--- src/rtl/can_pkg.sv ---
`default_nettype none

package can_pkg;

	// ==========================================================
	// Frame field lengths
	// ==========================================================

	// Identifier parts, base then extended
	localparam int ID_A_LEN = 11;
	localparam int ID_B_LEN = 18;

	// Length code and payload
	localparam int DLC_LEN = 4;
	localparam int MAX_DATA_BYTES = 8;

	localparam int CRC_LEN = 15;

	// Recessive tail of a frame
	localparam int EOF_LEN = 7;
	// Third intermission bit may already be the next SOF
	localparam int INTERFRAME_LEN = 2;

	// Bit stuffing run and bus idle detection
	localparam int STUFF_RUN = 5;
	localparam int IDLE_RUN = 11;

	// ==========================================================
	// Field types
	// ==========================================================

	typedef logic [ID_A_LEN-1:0] id_a_t;
	typedef logic [ID_B_LEN-1:0] id_b_t;
	typedef logic [DLC_LEN-1:0] dlc_t;
	// Right-aligned, short frames leave the upper bytes zero
	typedef logic [MAX_DATA_BYTES*8-1:0] data_t;
	typedef logic [CRC_LEN-1:0] crc_t;
	// Must reach the full 64 data bits
	typedef logic [$clog2(MAX_DATA_BYTES*8+1)-1:0] bit_count_t;

	// CAN CRC-15 generator, x^15 term implied
	localparam crc_t CRC_POLY = 15'h4599;

	// ==========================================================
	// Decoder state
	// ==========================================================

	typedef enum logic [4:0] {
		ST_IDLE,
		ST_ID_A,
		ST_RTR_SRR,
		ST_IDE,
		ST_ID_B,
		ST_RTR,
		ST_RESERVED1,
		ST_RESERVED0,
		ST_DLC,
		ST_DATA,
		ST_CRC,
		ST_CRC_DELIMITER,
		ST_ACK_SLOT,
		ST_ACK_DELIMITER,
		ST_EOF,
		ST_INTERFRAME,
		ST_ERROR
	} dec_state_t;

endpackage

`default_nettype wire
--- src/rtl/can_decoder.sv ---
`default_nettype none

module can_decoder (
	input  logic clock,
	input  logic reset,
	input  logic rx_bit,
	input  logic sample_point,
	output logic error_out,
	output logic frame_done,
	output can_pkg::id_a_t id_a,
	output can_pkg::id_b_t id_b,
	output can_pkg::dlc_t dlc,
	output can_pkg::data_t data,
	output can_pkg::crc_t crc,
	output logic ide,
	output logic rtr,
	output logic srr,
	output logic reserved1,
	output logic reserved0,
	output logic ack_slot
);

	// Destuffer handshake with the sequencer
	logic frame_start;
	logic stuffed_region;
	logic stuff_bit;
	logic stuff_error;

	// CRC engine
	logic crc_clear;
	logic crc_shift;
	can_pkg::crc_t crc_value;

	// Field shifter controls and counts
	logic shift_id_a;
	logic shift_id_b;
	logic shift_dlc;
	logic shift_data;
	logic shift_crc;
	can_pkg::bit_count_t id_a_count;
	can_pkg::bit_count_t id_b_count;
	can_pkg::bit_count_t dlc_count;
	can_pkg::bit_count_t data_count;
	can_pkg::bit_count_t crc_count;

	// ==========================================================
	// Bit level
	// ==========================================================

	can_bit_destuffer u_destuffer (
		.clock          (clock),
		.reset          (reset),
		.sample_point   (sample_point),
		.rx_bit         (rx_bit),
		.frame_start    (frame_start),
		.stuffed_region (stuffed_region),
		.stuff_bit      (stuff_bit),
		.stuff_error    (stuff_error)
	);

	can_crc15 u_crc (
		.clock     (clock),
		.reset     (reset),
		.clear     (crc_clear),
		.shift     (crc_shift),
		.data_bit  (rx_bit),
		.crc_value (crc_value)
	);

	// ==========================================================
	// Multi-bit fields, all cleared at SOF
	// ==========================================================

	can_field_shifter #(.field_t(can_pkg::id_a_t)) u_id_a (
		.clock  (clock),
		.reset  (reset),
		.clear  (frame_start),
		.shift  (shift_id_a),
		.rx_bit (rx_bit),
		.field  (id_a),
		.count  (id_a_count)
	);

	can_field_shifter #(.field_t(can_pkg::id_b_t)) u_id_b (
		.clock  (clock),
		.reset  (reset),
		.clear  (frame_start),
		.shift  (shift_id_b),
		.rx_bit (rx_bit),
		.field  (id_b),
		.count  (id_b_count)
	);

	can_field_shifter #(.field_t(can_pkg::dlc_t)) u_dlc (
		.clock  (clock),
		.reset  (reset),
		.clear  (frame_start),
		.shift  (shift_dlc),
		.rx_bit (rx_bit),
		.field  (dlc),
		.count  (dlc_count)
	);

	can_field_shifter #(.field_t(can_pkg::data_t)) u_data (
		.clock  (clock),
		.reset  (reset),
		.clear  (frame_start),
		.shift  (shift_data),
		.rx_bit (rx_bit),
		.field  (data),
		.count  (data_count)
	);

	// Received CRC, compared in the delimiter slot
	can_field_shifter #(.field_t(can_pkg::crc_t)) u_crc_field (
		.clock  (clock),
		.reset  (reset),
		.clear  (frame_start),
		.shift  (shift_crc),
		.rx_bit (rx_bit),
		.field  (crc),
		.count  (crc_count)
	);

	// ==========================================================
	// Frame sequencer
	// ==========================================================

	can_frame_fsm u_fsm (
		.clock          (clock),
		.reset          (reset),
		.sample_point   (sample_point),
		.rx_bit         (rx_bit),
		.stuff_bit      (stuff_bit),
		.stuff_error    (stuff_error),
		.id_a_count     (id_a_count),
		.id_b_count     (id_b_count),
		.dlc_count      (dlc_count),
		.data_count     (data_count),
		.crc_count      (crc_count),
		.dlc            (dlc),
		.rx_crc         (crc),
		.crc_value      (crc_value),
		.frame_start    (frame_start),
		.stuffed_region (stuffed_region),
		.crc_clear      (crc_clear),
		.crc_shift      (crc_shift),
		.shift_id_a     (shift_id_a),
		.shift_id_b     (shift_id_b),
		.shift_dlc      (shift_dlc),
		.shift_data     (shift_data),
		.shift_crc      (shift_crc),
		.ide            (ide),
		.rtr            (rtr),
		.srr            (srr),
		.reserved1      (reserved1),
		.reserved0      (reserved0),
		.ack_slot       (ack_slot),
		.frame_done     (frame_done),
		.error_out      (error_out)
	);

endmodule

`default_nettype wire

--- src/rtl/can_frame_fsm.sv ---
`default_nettype none

module can_frame_fsm (
	input  logic clock,
	input  logic reset,
	input  logic sample_point,
	input  logic rx_bit,
	input  logic stuff_bit,
	input  logic stuff_error,
	input  can_pkg::bit_count_t id_a_count,
	input  can_pkg::bit_count_t id_b_count,
	input  can_pkg::bit_count_t dlc_count,
	input  can_pkg::bit_count_t data_count,
	input  can_pkg::bit_count_t crc_count,
	input  can_pkg::dlc_t dlc,
	input  can_pkg::crc_t rx_crc,
	input  can_pkg::crc_t crc_value,
	output logic frame_start,
	output logic stuffed_region,
	output logic crc_clear,
	output logic crc_shift,
	output logic shift_id_a,
	output logic shift_id_b,
	output logic shift_dlc,
	output logic shift_data,
	output logic shift_crc,
	output logic ide,
	output logic rtr,
	output logic srr,
	output logic reserved1,
	output logic reserved0,
	output logic ack_slot,
	output logic frame_done,
	output logic error_out
);

	can_pkg::dec_state_t state;
	can_pkg::dec_state_t next_state;

	// Shared bit counter for EOF, intermission and recovery
	logic [3:0] run_count;
	// Bit after IDE in a standard frame, SRR in an extended one
	logic rtr_srr;
	logic bit_ok;
	logic last_ifs;
	logic frame_error;
	can_pkg::dlc_t dlc_next;
	can_pkg::dlc_t dlc_bytes;
	can_pkg::bit_count_t data_bits;

	// Destuffed bit strobe
	assign bit_ok = sample_point & ~stuff_bit;

	assign last_ifs = (state == can_pkg::ST_INTERFRAME)
		& (run_count == can_pkg::INTERFRAME_LEN - 1);

	// Dominant bit while idle or at the end of intermission
	assign frame_start = sample_point & ~rx_bit & ((state == can_pkg::ST_IDLE) | last_ifs);

	// Delimiter slot included, a trailing CRC run puts its stuff bit there
	assign stuffed_region = state inside {can_pkg::ST_ID_A, can_pkg::ST_RTR_SRR,
		can_pkg::ST_IDE, can_pkg::ST_ID_B, can_pkg::ST_RTR, can_pkg::ST_RESERVED1,
		can_pkg::ST_RESERVED0, can_pkg::ST_DLC, can_pkg::ST_DATA, can_pkg::ST_CRC,
		can_pkg::ST_CRC_DELIMITER};

	// SOF is a zero into a zero seed, so clearing on it loses nothing
	assign crc_clear = frame_start;
	assign crc_shift = bit_ok & (state inside {can_pkg::ST_ID_A, can_pkg::ST_RTR_SRR,
		can_pkg::ST_IDE, can_pkg::ST_ID_B, can_pkg::ST_RTR, can_pkg::ST_RESERVED1,
		can_pkg::ST_RESERVED0, can_pkg::ST_DLC, can_pkg::ST_DATA});

	// One shift per destuffed bit of each multi-bit field
	assign shift_id_a = bit_ok & (state == can_pkg::ST_ID_A);
	assign shift_id_b = bit_ok & (state == can_pkg::ST_ID_B);
	assign shift_dlc = bit_ok & (state == can_pkg::ST_DLC);
	assign shift_data = bit_ok & (state == can_pkg::ST_DATA);
	assign shift_crc = bit_ok & (state == can_pkg::ST_CRC);

	assign error_out = (state == can_pkg::ST_ERROR);

	// Full DLC in its last bit, before the shifter catches up
	assign dlc_next = {dlc[can_pkg::DLC_LEN-2:0], rx_bit};

	// DLC 9 to 15 still means eight bytes
	assign dlc_bytes = (dlc > can_pkg::MAX_DATA_BYTES) ? can_pkg::dlc_t'(can_pkg::MAX_DATA_BYTES) : dlc;
	assign data_bits = rtr ? '0 : {dlc_bytes, 3'b000};

	// ==========================================================
	// Error detection
	// ==========================================================

	always_comb
	begin
		frame_error = 1'b0;
		if (sample_point)
		begin
			if (stuff_error)
				frame_error = 1'b1;
			else if (!stuff_bit)
			begin
				case (state)
					// Extended frame needs a recessive SRR
					can_pkg::ST_IDE: frame_error = rx_bit & ~rtr_srr;
					can_pkg::ST_CRC_DELIMITER: frame_error = ~rx_bit | (rx_crc != crc_value);
					// No receiver acknowledged
					can_pkg::ST_ACK_SLOT: frame_error = rx_bit;
					can_pkg::ST_ACK_DELIMITER: frame_error = ~rx_bit;
					can_pkg::ST_EOF: frame_error = ~rx_bit;
					can_pkg::ST_INTERFRAME: frame_error = ~rx_bit & ~last_ifs;
					default: frame_error = 1'b0;
				endcase
			end
		end
	end

	// ==========================================================
	// Next state
	// ==========================================================

	always_comb
	begin
		next_state = state;
		if (frame_error)
			next_state = can_pkg::ST_ERROR;
		else if (bit_ok)
		begin
			case (state)
				can_pkg::ST_IDLE:
					if (!rx_bit)
						next_state = can_pkg::ST_ID_A;
				can_pkg::ST_ID_A:
					if (id_a_count == can_pkg::ID_A_LEN - 1)
						next_state = can_pkg::ST_RTR_SRR;
				can_pkg::ST_RTR_SRR: next_state = can_pkg::ST_IDE;
				// Recessive IDE selects the extended format
				can_pkg::ST_IDE: next_state = rx_bit ? can_pkg::ST_ID_B : can_pkg::ST_RESERVED0;
				can_pkg::ST_ID_B:
					if (id_b_count == can_pkg::ID_B_LEN - 1)
						next_state = can_pkg::ST_RTR;
				can_pkg::ST_RTR: next_state = can_pkg::ST_RESERVED1;
				can_pkg::ST_RESERVED1: next_state = can_pkg::ST_RESERVED0;
				can_pkg::ST_RESERVED0: next_state = can_pkg::ST_DLC;
				can_pkg::ST_DLC:
					if (dlc_count == can_pkg::DLC_LEN - 1)
					begin
						// Remote and empty frames skip the data field
						if (rtr || (dlc_next == '0))
							next_state = can_pkg::ST_CRC;
						else
							next_state = can_pkg::ST_DATA;
					end
				can_pkg::ST_DATA:
					if ((data_count + 1'b1) == data_bits)
						next_state = can_pkg::ST_CRC;
				can_pkg::ST_CRC:
					if (crc_count == can_pkg::CRC_LEN - 1)
						next_state = can_pkg::ST_CRC_DELIMITER;
				can_pkg::ST_CRC_DELIMITER: next_state = can_pkg::ST_ACK_SLOT;
				can_pkg::ST_ACK_SLOT: next_state = can_pkg::ST_ACK_DELIMITER;
				can_pkg::ST_ACK_DELIMITER: next_state = can_pkg::ST_EOF;
				can_pkg::ST_EOF:
					if (run_count == can_pkg::EOF_LEN - 1)
						next_state = can_pkg::ST_INTERFRAME;
				can_pkg::ST_INTERFRAME:
					if (last_ifs)
						next_state = rx_bit ? can_pkg::ST_IDLE : can_pkg::ST_ID_A;
				// Leave only after a full idle run of recessive bits
				can_pkg::ST_ERROR:
					if (rx_bit && (run_count == can_pkg::IDLE_RUN - 1))
						next_state = can_pkg::ST_IDLE;
				default: next_state = can_pkg::ST_IDLE;
			endcase
		end
	end

	// ==========================================================
	// State, run counter and done pulse
	// ==========================================================

	always_ff @(posedge clock or posedge reset)
	begin
		if (reset)
		begin
			state <= can_pkg::ST_IDLE;
			run_count <= '0;
			frame_done <= 1'b0;
		end
		else
		begin
			// Last EOF bit accepted cleanly
			frame_done <= sample_point & (state == can_pkg::ST_EOF)
				& (next_state == can_pkg::ST_INTERFRAME);
			if (sample_point)
			begin
				state <= next_state;
				if (next_state != state)
					run_count <= '0;
				else if ((state == can_pkg::ST_ERROR) && !rx_bit)
					// Dominant bit restarts the idle wait
					run_count <= '0;
				else if (state inside {can_pkg::ST_EOF, can_pkg::ST_INTERFRAME, can_pkg::ST_ERROR})
					run_count <= run_count + 4'd1;
			end
		end
	end

	// ==========================================================
	// Single-bit fields
	// ==========================================================

	always_ff @(posedge clock or posedge reset)
	begin
		if (reset)
		begin
			rtr_srr <= 1'b0;
			ide <= 1'b0;
			rtr <= 1'b0;
			srr <= 1'b0;
			reserved1 <= 1'b0;
			reserved0 <= 1'b0;
			ack_slot <= 1'b0;
		end
		else if (frame_start)
		begin
			rtr_srr <= 1'b0;
			ide <= 1'b0;
			rtr <= 1'b0;
			srr <= 1'b0;
			reserved1 <= 1'b0;
			reserved0 <= 1'b0;
			ack_slot <= 1'b0;
		end
		else if (bit_ok)
		begin
			case (state)
				can_pkg::ST_RTR_SRR: rtr_srr <= rx_bit;
				can_pkg::ST_IDE:
				begin
					ide <= rx_bit;
					// Shared bit resolves once IDE is known
					if (rx_bit)
						srr <= rtr_srr;
					else
						rtr <= rtr_srr;
				end
				can_pkg::ST_RTR: rtr <= rx_bit;
				can_pkg::ST_RESERVED1: reserved1 <= rx_bit;
				can_pkg::ST_RESERVED0: reserved0 <= rx_bit;
				can_pkg::ST_ACK_SLOT: ack_slot <= rx_bit;
				default: ;
			endcase
		end
	end

endmodule

`default_nettype wire

--- src/rtl/can_field_shifter.sv ---
`default_nettype none

module can_field_shifter #(
	parameter type field_t = logic [7:0]
) (
	input  logic clock,
	input  logic reset,
	input  logic clear,
	input  logic shift,
	input  logic rx_bit,
	output field_t field,
	output can_pkg::bit_count_t count
);

	// ==========================================================
	// Field capture
	// ==========================================================

	// MSB first on the bus, so bits enter at the LSB end
	always_ff @(posedge clock or posedge reset)
	begin
		if (reset)
		begin
			field <= '0;
			count <= '0;
		end
		else if (clear)
		begin
			// New frame, drop the previous value
			field <= '0;
			count <= '0;
		end
		else if (shift)
		begin
			field <= {field[$bits(field_t)-2:0], rx_bit};
			// Sequencer ends the field from this count
			count <= count + 1'b1;
		end
	end

endmodule

`default_nettype wire

--- src/rtl/can_crc15.sv ---
`default_nettype none

module can_crc15 (
	input  logic clock,
	input  logic reset,
	input  logic clear,
	input  logic shift,
	input  logic data_bit,
	output can_pkg::crc_t crc_value
);

	// Incoming bit against the register MSB
	logic feedback;
	can_pkg::crc_t shifted;

	assign feedback = data_bit ^ crc_value[can_pkg::CRC_LEN-1];

	// One step of the register before the polynomial is applied
	assign shifted = {crc_value[can_pkg::CRC_LEN-2:0], 1'b0};

	// ==========================================================
	// Serial LFSR
	// ==========================================================

	always_ff @(posedge clock or posedge reset)
	begin
		if (reset)
		begin
			crc_value <= '0;
		end
		else if (clear)
		begin
			// Zero seed per CAN
			crc_value <= '0;
		end
		else if (shift)
		begin
			if (feedback)
				crc_value <= shifted ^ can_pkg::CRC_POLY;
			else
				crc_value <= shifted;
		end
	end

endmodule

`default_nettype wire

--- src/rtl/can_bit_destuffer.sv ---
`default_nettype none

module can_bit_destuffer (
	input  logic clock,
	input  logic reset,
	input  logic sample_point,
	input  logic rx_bit,
	input  logic frame_start,
	input  logic stuffed_region,
	output logic stuff_bit,
	output logic stuff_error
);

	// Last sampled bus bits, newest in bit 0
	logic [can_pkg::STUFF_RUN-1:0] history;
	logic run_complete;

	// Five equal bits seen, so this position carries a stuff bit
	assign run_complete = (history == '0) | (history == '1);

	// Only meaningful from the identifier up to the CRC delimiter slot
	assign stuff_bit = sample_point & stuffed_region & run_complete;

	// Stuff bit repeating the run makes six equal bits
	assign stuff_error = stuff_bit & (rx_bit == history[0]);

	// ==========================================================
	// Bit history
	// ==========================================================

	always_ff @(posedge clock or posedge reset)
	begin
		if (reset)
		begin
			history <= '0;
		end
		else if (sample_point)
		begin
			if (frame_start)
				// SOF starts a fresh run of one, older slots opposite
				history <= {{(can_pkg::STUFF_RUN-1){~rx_bit}}, rx_bit};
			else
				// Stuff bits stay in the history, they open the next run
				history <= {history[can_pkg::STUFF_RUN-2:0], rx_bit};
		end
	end

endmodule

`default_nettype wire

--- config.mk ---
export PLATFORM = sky130hd
export DESIGN_NAME = can_decoder
export DESIGN_NICKNAME = d
export VERILOG_FILES = /design/src/rtl/can_pkg.sv /design/src/rtl/can_decoder.sv /design/src/rtl/can_frame_fsm.sv /design/src/rtl/can_field_shifter.sv /design/src/rtl/can_crc15.sv /design/src/rtl/can_bit_destuffer.sv
export SDC_FILE = /design/constraint.sdc
export NUM_CORES = 1
export LEC_CHECK = 0
export BUFFER_PORTS_ARGS = -buffer_cell sky130_fd_sc_hd__buf_2
export CORE_MARGIN = 1
export CORE_UTILIZATION = 45
export DETAILED_ROUTE_END_ITERATION = 10
export PLACE_DENSITY = 0.74
export SETUP_SLACK_MARGIN = 0.02
export SYNTH_ARGS = -nofsm -noshare
export SYNTH_HDL_FRONTEND = slang
export SYNTH_SLANG_ARGS = --single-unit
--- constraint.sdc ---
create_clock -name clock -period 6.8 [get_ports clock]
set_input_delay 0.34 -clock clock [delete_from_list [all_inputs] [get_ports clock]]
set_output_delay 0.34 -clock clock [all_outputs]
set_load 0.01 [all_outputs]
==> impl_results.md, run 1 <==
- Worst R2R Setup Slack: about 3200 ps
- Layout cells sized above 1: between 15 and 20%
- Synth cell types: 69
- Core area: between 15,000 and 20,000 um^2
- Crit share post-route: 53.2%
- Die Ht: 140 um
- Die area: 19,600 um^2
- Top area cells in the synthesized netlist: dfrtp_1 (54%), nand2_1 (9.7%), o21ai_0 (6.0%), a21oi_1 (3.2%), nand3_1 (2.9%)
- Fin. Hold Viols: 0
- Fmax: 276 MHz
- Crit Path Max Fanout: 24
- Kind of end point of the critical path: flip-flop
- Worst path arrival time: ~3900 ps
- Avg Vias per Cell: 5.40
- Area growth syn-to-layout: 15.6%
- Pleak: 4.78 nW
- Setup violators final: 0
- Syn_nets: approximately 950
- P_sw: about 0.0012 W
- Critical path start-end classification: reg2reg
- Clock Sinks: about 180
- CTS tree: yes
- Ys async rst share: 100%
- Violated checks: design-rule violations
- Util after Layout: between 50% and 60%
- GPL Wtd Cong: 0.947
- TritonCTS buffer count: 17
- Most numerous cell in the Yosys netlist: nand2_1
- Top cell type's share of synthesized area: between 50% and 60%
- Power per standard cell area: around 320 nW/um^2
- Hold buffer count at CTS: 0
- Clk Tree Root Cell: clkbuf_16
- Initial antenna violation count: 0
- Clk_skew: 15.6 ps
- Highest ir drop seen on vdd: around 0.00020 V
- Startpoint Class: flip-flop
- Synthesized flop and latch total: roughly 180
- Nets: 1,039
- Pins over their slew limit: 0
- Port-buffer cells: 123
- Clock group share of total power: between 30% and 40%
- Iter 0 DRT Violations: 457
- # IOs: between 100 and 150
- Synth top cells by count: nand2_1 (221), dfrtp_1 (184), o21ai_0 (102)
- Initial Util: between 40% and 50%
- Ant. Diodes: 0
- Yosys warns: 0
- Worst endpoint required time: 7080 ps
- Vias after detailed routing: 6,866
- DRT Pass-1 Iters: 8
- Fillers: about 1,700
- MaxCap Viol Count: 0
- Outcome: complete, but fails checks
- Clock Latency Late Sink: roughly 430 ps
- Clock Tree Buf Depth: 2
- DRC viols: 1
- Worst r2r dst: u_id_b.count[5]
- FF-to-FF path depth: 8
- FF-to-FF Start: u_fsm.state[1]
- Yosys top cell by area: dfrtp_1
- Post-CTS Resized: 0
- Dpl ws: roughly 3300 ps
- Residual overflow from global routing: 0
- Cell Rows: 50
- Final min period: 3620 ps
- Die width: roughly 140 um
- Ys flop type: dfrtp_1
- Actual slew at the worst max-slew pin: a little over 1000 ps
- Wire per inst: 15.3 um
- Vias in the first global route: around 6,400
- Sequential share of the synthesized area: 53.7%
- GRT Resource Usage Total: between 20 and 25%
- Hold crit path type: in2async
- DRT Wirelength: 19.5 mm
- Net Sw Frac: 36.3%
- Slew margin rel.: between 30% and 40%
- Syn Area/Cell: slightly above 9 um^2
- Register share of total power: ~45%
- Pint: a little over 0.002 W
- Post-CTS Repair Setup Buffers: 0
- Combinational cell fraction of total power: between 20% and 30%
- Max H-tree Level: 4
- Syn Std Cell Area: roughly 8600 um^2
- Reg clk slew, reported paths: approximately 80 ps
- Synthesized instance count: 932
- First-pass GRT wire length: roughly 32 mm
- Number of synthesized flops with an enable pin: 0
- RSZ-0062 raised after global routing: false
- ANT nets after route: 0
- Setup_tns: 0 ps
- DP HPWL: between 10 and 15 mm
- Largest net degree at the start of global routing: ~120
- PnR worst setup slack: ~3200 ps
metal layers:
metal,share of wire [%],vias to the layer above,GRT usage [%]
met4,1.5,0,6.54
met2,48,158,32.3
met3,3.6,24,3.97
met5,0,-,0
li1,-,3358,-
met1,47,3326,28.5
how the worst max path moves through the flow:
stage	endpoint	from
6_report	u_id_b.count[5]	u_fsm.state[1]
5_1_grt	u_id_b.count[5]	u_fsm.state[1]
4_1_cts	u_id_b.count[5]	u_fsm.state[1]
3_5_place_dp	u_id_b.count[5]	u_fsm.state[1]
3_3_place_gp	u_id_b.count[5]	u_fsm.state[1]
2_1_floorplan	u_crc.crc_value[0]	reset
sequential cells by signal, summed over array words and instances, names as in the netlist, 4 cells and up:
register             count
u_data.field            64
u_id_b.field            18
u_crc.crc_value         15
u_crc_field.field       15
u_id_a.field            11
u_crc_field.count        7
u_data.count             7
u_dlc.count              7
u_id_a.count             7
u_id_b.count             7
u_destuffer.history      5
u_fsm.state              5
u_dlc.field              4
u_fsm.run_count          4
layout by cell type (no fill, tap or decap), types with 11 or more instances in the layout:
master / instances
nor2_1: 55
mux2i_1: 12
dfrtp_1: 184
nand3_1: 49
a21oi_1: 54
o21ai_0: 102
xnor2_1: 20
buf_2: 123
inv_1: 17
ha_1: 11
clkbuf_16: 17
xor2_1: 26
nand2_1: 221
stage by stage:
step	cells	hold WS [ps]	power [W]	cell area, um^2
final	1271	134	0.00321	9910
after global routing	1271	226	0.00340	9910
after global placement	1239	462	0.00224	9330
after CTS	1271	197	0.00323	9910
after floorplan	932	487	0.00204	8580
after detailed placement	1239	472	0.00226	9330
worst max-delay path, cell delays in order, from the launching register on:
cell and delay (ps):
dfrtp_1 600, nor4_4 440, nor3_1 150, a21oi_2 710, nand3_1 800, nor2_1 420, nand3_1 130, xor2_1 150
nor2_1 60
cells by family (layout without fill, tap and decap cells):
group | Yosys count | after routing | share of synthesized area, %
AND/OR/NAND/NOR | 401 | 401 | 21.3
adder cells (fa/ha/maj) | 11 | 11 | 1.60
AO/OA/AOI/OAI | 202 | 202 | 13.7
XOR/XNOR | 46 | 46 | 4.70
flip-flops | 184 | 184 | 53.7
buffers and inverters | 75 | 180 | 3.52
multiplexers | 13 | 13 | 1.53
area by class of cell:
type / instances / area (um^2) / area share (%)
timing repair buffer: 129 / 661 / 6.66
inverter: 19 / 76.3 / 0.770
clock buffer: 17 / 425 / 4.29
clock inverter: 15 / 155 / 1.57
multi-input combinational: 673 / 3700 / 37.3
tap: 234 / 293 / 2.95
sequential: 184 / 4600 / 46.5
power by group through the flow:
stage	Combinational (W)	Sequential (W)	Clock, W
5_1_grt	0.000914	0.00146	0.00103
3_5_place_dp	0.000807	0.00145	0
4_1_cts	0.000813	0.00143	0.000983
2_1_floorplan	0.000637	0.00140	0
6_report	0.000811	0.00144	0.000962
3_3_place_gp	0.000790	0.00145	0
Note: power is estimated with default switching activity, not from simulation.
==> run 2: changes to the inputs <==
--- a/config.mk
+++ b/config.mk
@@ -5,11 +5,12 @@
 export SDC_FILE = /design/constraint.sdc
 export NUM_CORES = 1
 export LEC_CHECK = 0
+export ABC_AREA = 1
 export BUFFER_PORTS_ARGS = -buffer_cell sky130_fd_sc_hd__buf_2
 export CORE_MARGIN = 1
 export CORE_UTILIZATION = 45
 export DETAILED_ROUTE_END_ITERATION = 10
-export PLACE_DENSITY = 0.74
+export PLACE_DENSITY = 0.77
 export SETUP_SLACK_MARGIN = 0.02
 export SYNTH_ARGS = -nofsm -noshare
 export SYNTH_HDL_FRONTEND = slang
==> constraint.sdc (replaced) <==
create_clock -name clock -period 2.9 [get_ports clock]
set_input_delay 0.145 -clock clock [delete_from_list [all_inputs] [get_ports clock]]
set_output_delay 0.145 -clock clock [all_outputs]
set_load 0.01 [all_outputs]
==> run 2 against run 1 <==
Against the previous run: the run now ends clean; register-to-register slack worse by 2900 ps; clock skew down 3.6 ps; sequential power rose to 2.9 times the previous value; total power rose to 3.3 times the previous value; cell count up 13%; routed wire length up 5.3%; worst setup slack worse by 2900 ps; combinational power rose to 4.9 times the previous value; flip-flop and latch count unchanged; critical path depth up 7; highest routed layer unchanged.
==> impl_results.md, run 2 <==
- Outcome: completed (was complete, but fails checks)
- Startpoint Class: flip-flop (unchanged)
- Ys flop type: dfrtp_1 (unchanged)
- Kind of end point of the critical path: flip-flop (unchanged)
- Top cell type's share of synthesized area: 53.1% (was 53.7%)
- GPL Wtd Cong: 0.950 (was 0.947)
- DRT Pass-1 Iters: 6 (was 8)
- Total power: 0.0106 W (was 0.00321 W)
- Syn Area/Cell: 8.17 um^2 (was 9.20 um^2)
- Clock Sinks: 184 (unchanged)
- Syn_nets: 1,076 (was 947)
- Worst r2r dst: u_fsm.run_count[1] (was u_id_b.count[5])
- Synthesized flop and latch total: 184 (unchanged)
- Ys async rst share: 100% (unchanged)
- Setup violators final: 0 (unchanged)
- Mux contribution to synthesized area: 0% (was 1.53%)
- Pleak: 5.39 nW (was 4.78 nW)
- CTS tree: yes (unchanged)
- DRC viols: 0 (was 1)
- Synth cell types: 48 (was 69)
- Crit Path Max Fanout: 11 (was 24)
- Syn Std Cell Area: 8670 um^2 (was 8580 um^2)
- Net Sw Frac: 41.3% (was 36.3%)
- Fmax: 383 MHz (was 276 MHz)
- Dpl ws: 361 ps (was 3290 ps)
- Clk_skew: 12.0 ps (was 15.6 ps)
- Ant. Diodes: 0 (unchanged)
- Most numerous cell in the Yosys netlist: nand2_1 (unchanged)
- ANT nets after route: 0 (unchanged)
- Reg with most FFs: u_data.field (unchanged)
- Nets: 1,198 (was 1,039)
- Actual slew at the worst max-slew pin: 894 ps (was 1020 ps)
- Worst R2R Setup Slack: 290 ps (was 3180 ps)
- Reg clk slew, reported paths: 80 ps (about the same)
- Final min period: 2610 ps (was 3620 ps)
- Pint: 0.00621 W (was 0.00204 W)
- Die Ht: 141 um (was 140 um)
- Avg Vias per Cell: 5.22 (was 5.40)
- Largest net degree at the start of global routing: 80 (was 116)
- Pins over their slew limit: 0 (unchanged)
- Sequential share of the synthesized area: 53.1% (was 53.7%)
- Met2 routed WL: 9.41 mm (was 9.29 mm)
- MaxCap Viol Count: 0 (unchanged)
- Compound-Gate Fraction of Synth Area: 13.0% (was 13.7%)
- First-pass GRT wire length: 34.3 mm (was 32.3 mm)
- Most frequent CP cell: nand2_1
- Die width: 141 um (was 140 um)
- Worst endpoint required time: 3280 ps (was 7080 ps)
- Fin. Hold Viols: 0 (unchanged)
- DP HPWL: 14.3 mm (was 12.6 mm)
- Die area: 19,800 um^2 (was 19,600 um^2)
- CP Launch Point: u_fsm.state[1] (unchanged)
- Hold crit path type: in2reg (was in2async)
- Core area: 18,800 um^2 (was 18,700 um^2)
- Crit share post-route: 89.9% (was 53.2%)
- Yosys top cell by area: dfrtp_1 (unchanged)
- # IOs: 124 (unchanged)
- Initial Util: 46.2% (was 45.8%)
- Critical path start-end classification: reg2reg (unchanged)
- Residual overflow from global routing: 0 (unchanged)
- Area growth syn-to-layout: 17.6% (was 15.6%)
- Slowest cell on the critical path: dfrtp_1 (was nand3_1)
- Vias in the first global route: 7,092 (was 6,370)
- Setup_tns: 0 ps (unchanged)
- Synth top cells by count: nand2_1 (257), dfrtp_1 (184), inv_1 (125) (was nand2_1 (221), dfrtp_1 (184), o21ai_0 (102))
- Fraction of the mapped netlist area in adder cells: 1.59% (was 1.60%)
- Port-buffer cells: 123 (unchanged)
- Layout cells sized above 1: 16.9% (was 17.1%)
- Wire per inst: 14.3 um (was 15.3 um)
- TritonCTS buffer count: 17 (unchanged)
- Clock group share of total power: 22.6% (was 30.0%)
- Slew margin rel.: 40.4% (was 32.1%)
- Power per standard cell area: 1040 nW/um^2 (was 324 nW/um^2)
- Combinational cell fraction of total power: 37.4% (was 25.3%)
- GRT Resource Usage Total: 21.7% (was 20.5%)
- Top Metal Used: met4 (unchanged)
- Simple-Gate Fraction of Synth Area: 24.5% (was 21.3%)
- Highest ir drop seen on vdd: 0.000549 V (was 0.000200 V)
- Cell Rows: 50 (unchanged)
- Post-CTS Resized: 0 (unchanged)
- Iter 0 DRT Violations: 430 (was 457)
- Max reg flops: 64 (unchanged)
- Most frequent cells in the layout: nand2_1 (256), dfrtp_1 (184), inv_1 (124), buf_2 (123), nor2_1 (104) (was nand2_1 (221), dfrtp_1 (184), buf_2 (123), o21ai_0 (102), nor2_1 (55))
- Regs by FF count: u_data.field: 64 flops, u_id_b.field: 18 flops (unchanged)
- Crit path capture: u_fsm.run_count[1] (was u_id_b.count[5])
- Yosys warns: 0 (unchanged)
- FF-to-FF path depth: 15 (was 8)
- Register share of total power: 40.0% (was 44.8%)
- Top area cells in the synthesized netlist: dfrtp_1 (53%), nand2_1 (11%), o21ai_0 (5.7%), inv_1 (5.4%), nor2_1 (4.5%) (was dfrtp_1 (54%), nand2_1 (9.7%), o21ai_0 (6.0%), a21oi_1 (3.2%), nand3_1 (2.9%))
- FF-to-FF Start: u_fsm.state[1] (unchanged)
- Most common cell after layout, fill and taps aside: nand2_1 (unchanged)
- Footprint of the multi-input gates: 3420 um^2 (was 3700 um^2)
- P_sw: 0.00437 W (was 0.00117 W)
- DRT Wirelength: 20.5 mm (was 19.5 mm)
- Clock Tree Buf Depth: 2 (unchanged)
- RSZ-0062 raised after global routing: false (unchanged)
- Seq. cell area: 4600 um^2 (unchanged)
- Clock Latency Late Sink: 440 ps (was 430 ps)
- DR WL met3: 1.36 mm (was 696 um)
- Max H-tree Level: 4 (unchanged)
- PnR worst setup slack: 292 ps (was 3180 ps)
- Main combinational cell family by area after synthesis: simple AND/OR/NAND/NOR gates (unchanged)
- Max incr delay on CP: 440 ps (was 800 ps)
- Metal-1 WL: 9.46 mm (was 9.19 mm)
- Post-CTS Repair Setup Buffers: 0 (unchanged)
- Initial antenna violation count: 0 (unchanged)
- Post-Synth XOR/XNOR Area: 0.303% (was 4.70%)
- Fillers: 1,748 (was 1,695)
- Clk Tree Root Cell: clkbuf_16 (unchanged)
- Vias after detailed routing: 7,459 (was 6,866)
- Worst path arrival time: 2980 ps (was 3900 ps)
- Crit-path cells: inv_1, nand2_1, nand3_1, nand3_2, a21oi_4, inv_6, o21ai_4, nand2_4, nand2_2, nand2_1, nand2_1, nand4_1, nor3_2, nand4_1, nand2_1 (was nor4_4, nor3_1, a21oi_2, nand3_1, nor2_1, nand3_1, xor2_1, nor2_1)
- Synthesized instance count: 1,061 (was 932)
- Number of synthesized flops with an enable pin: 0 (unchanged)
[run 2: cell count changes after synthesis, moves of 12 or more]
cell,change
clkbuf_1,-20
inv_1,+107
mux2i_1,-12
nand2_1,+36
nand3_1,+22
nor2_1,+48
o22ai_1,+24
xnor2_1,-18
xor2_1,-25
[run 2: how the worst min path moves through the flow]
| stage | start | endpoint | slack [ps] | cells past startpoint |
|---|---|---|---|---|
| 3_3_place_gp | reset | u_id_b.field[1] | 340 | 2 |
| 5_1_grt | sample_point | u_fsm.run_count[2] | 90 | 3 |
| 6_report | sample_point | u_fsm.run_count[2] | 70 | 3 |
| 4_1_cts | sample_point | u_fsm.run_count[2] | 50 | 3 |
| 2_1_floorplan | rx_bit | u_dlc.field[0] | 270 | 2 |
| 3_5_place_dp | reset | u_data.field[26] | 340 | 2 |
[run 2: metal layers]
layer | up-vias | global-route usage (%)
li1 | 3702 | -
met1 | 3526 | 29.6
met2 | 205 | 34.3
met3 | 26 | 5.37
met4 | 0 | 6.35
met5 | - | 0
[run 2: power groups by stage]
| stage | logic (W) | registers, W | clock network, W |
|---|---|---|---|
| 2_1_floorplan | 0.00239 | 0.00444 | 0 |
| 3_3_place_gp | 0.00389 | 0.00424 | 0 |
| 3_5_place_dp | 0.00396 | 0.00426 | 0 |
| 4_1_cts | 0.00397 | 0.00424 | 0.00242 |
| 5_1_grt | 0.00450 | 0.00437 | 0.00252 |
| 6_report | 0.00396 | 0.00424 | 0.00239 |
[run 2: kinds of logic after synthesis]
family | Yosys count
AOI/OAI and AO/OA | 204
xor gates and xnor gates | 3
adders and majority gates | 11
buffers and inverters | 169
DFF | 184
and+or+nand+nor | 490
[run 2: repair_timing]
| action | in CTS | in global routing |
|---|---|---|
| endpoints found under the hold margin | 32 | 0 |
| endpoints found under the setup margin | 0 | 0 |
| hold buffers | 1 | 0 |
[run 2: layout make-up]
class,instances,area share (%)
clock buffers,17,4.17
clock inverters,15,1.72
inverters,135,5.06
multi-input cells,708,33.6
flip-flops and latches,184,45.2
well taps,234,2.87
repair buffers,137,7.46
[run 2: worst max-delay path: cells and delay by family (launching register included)]
kind	cells	cell delay, ps
AO/OA/AOI/OAI	2	520
AND/OR/NAND/NOR	11	1270
flip-flops	1	440
buffers and inverters	2	300
[run 2: metrics by stage]
step / area (um^2) / utilization, % / hold WS, ps / std cells
after floorplan: 8670 / - / 266 / 1061
after global placement: 9590 / 51.1 / 344 / 1397
after detailed placement: 9590 / 51.1 / 338 / 1397
after CTS: 10200 / 54.3 / 52.0 / 1430
after global routing: 10200 / 54.3 / 93.8 / 1430
final: 10200 / 54.3 / 69.9 / 1430
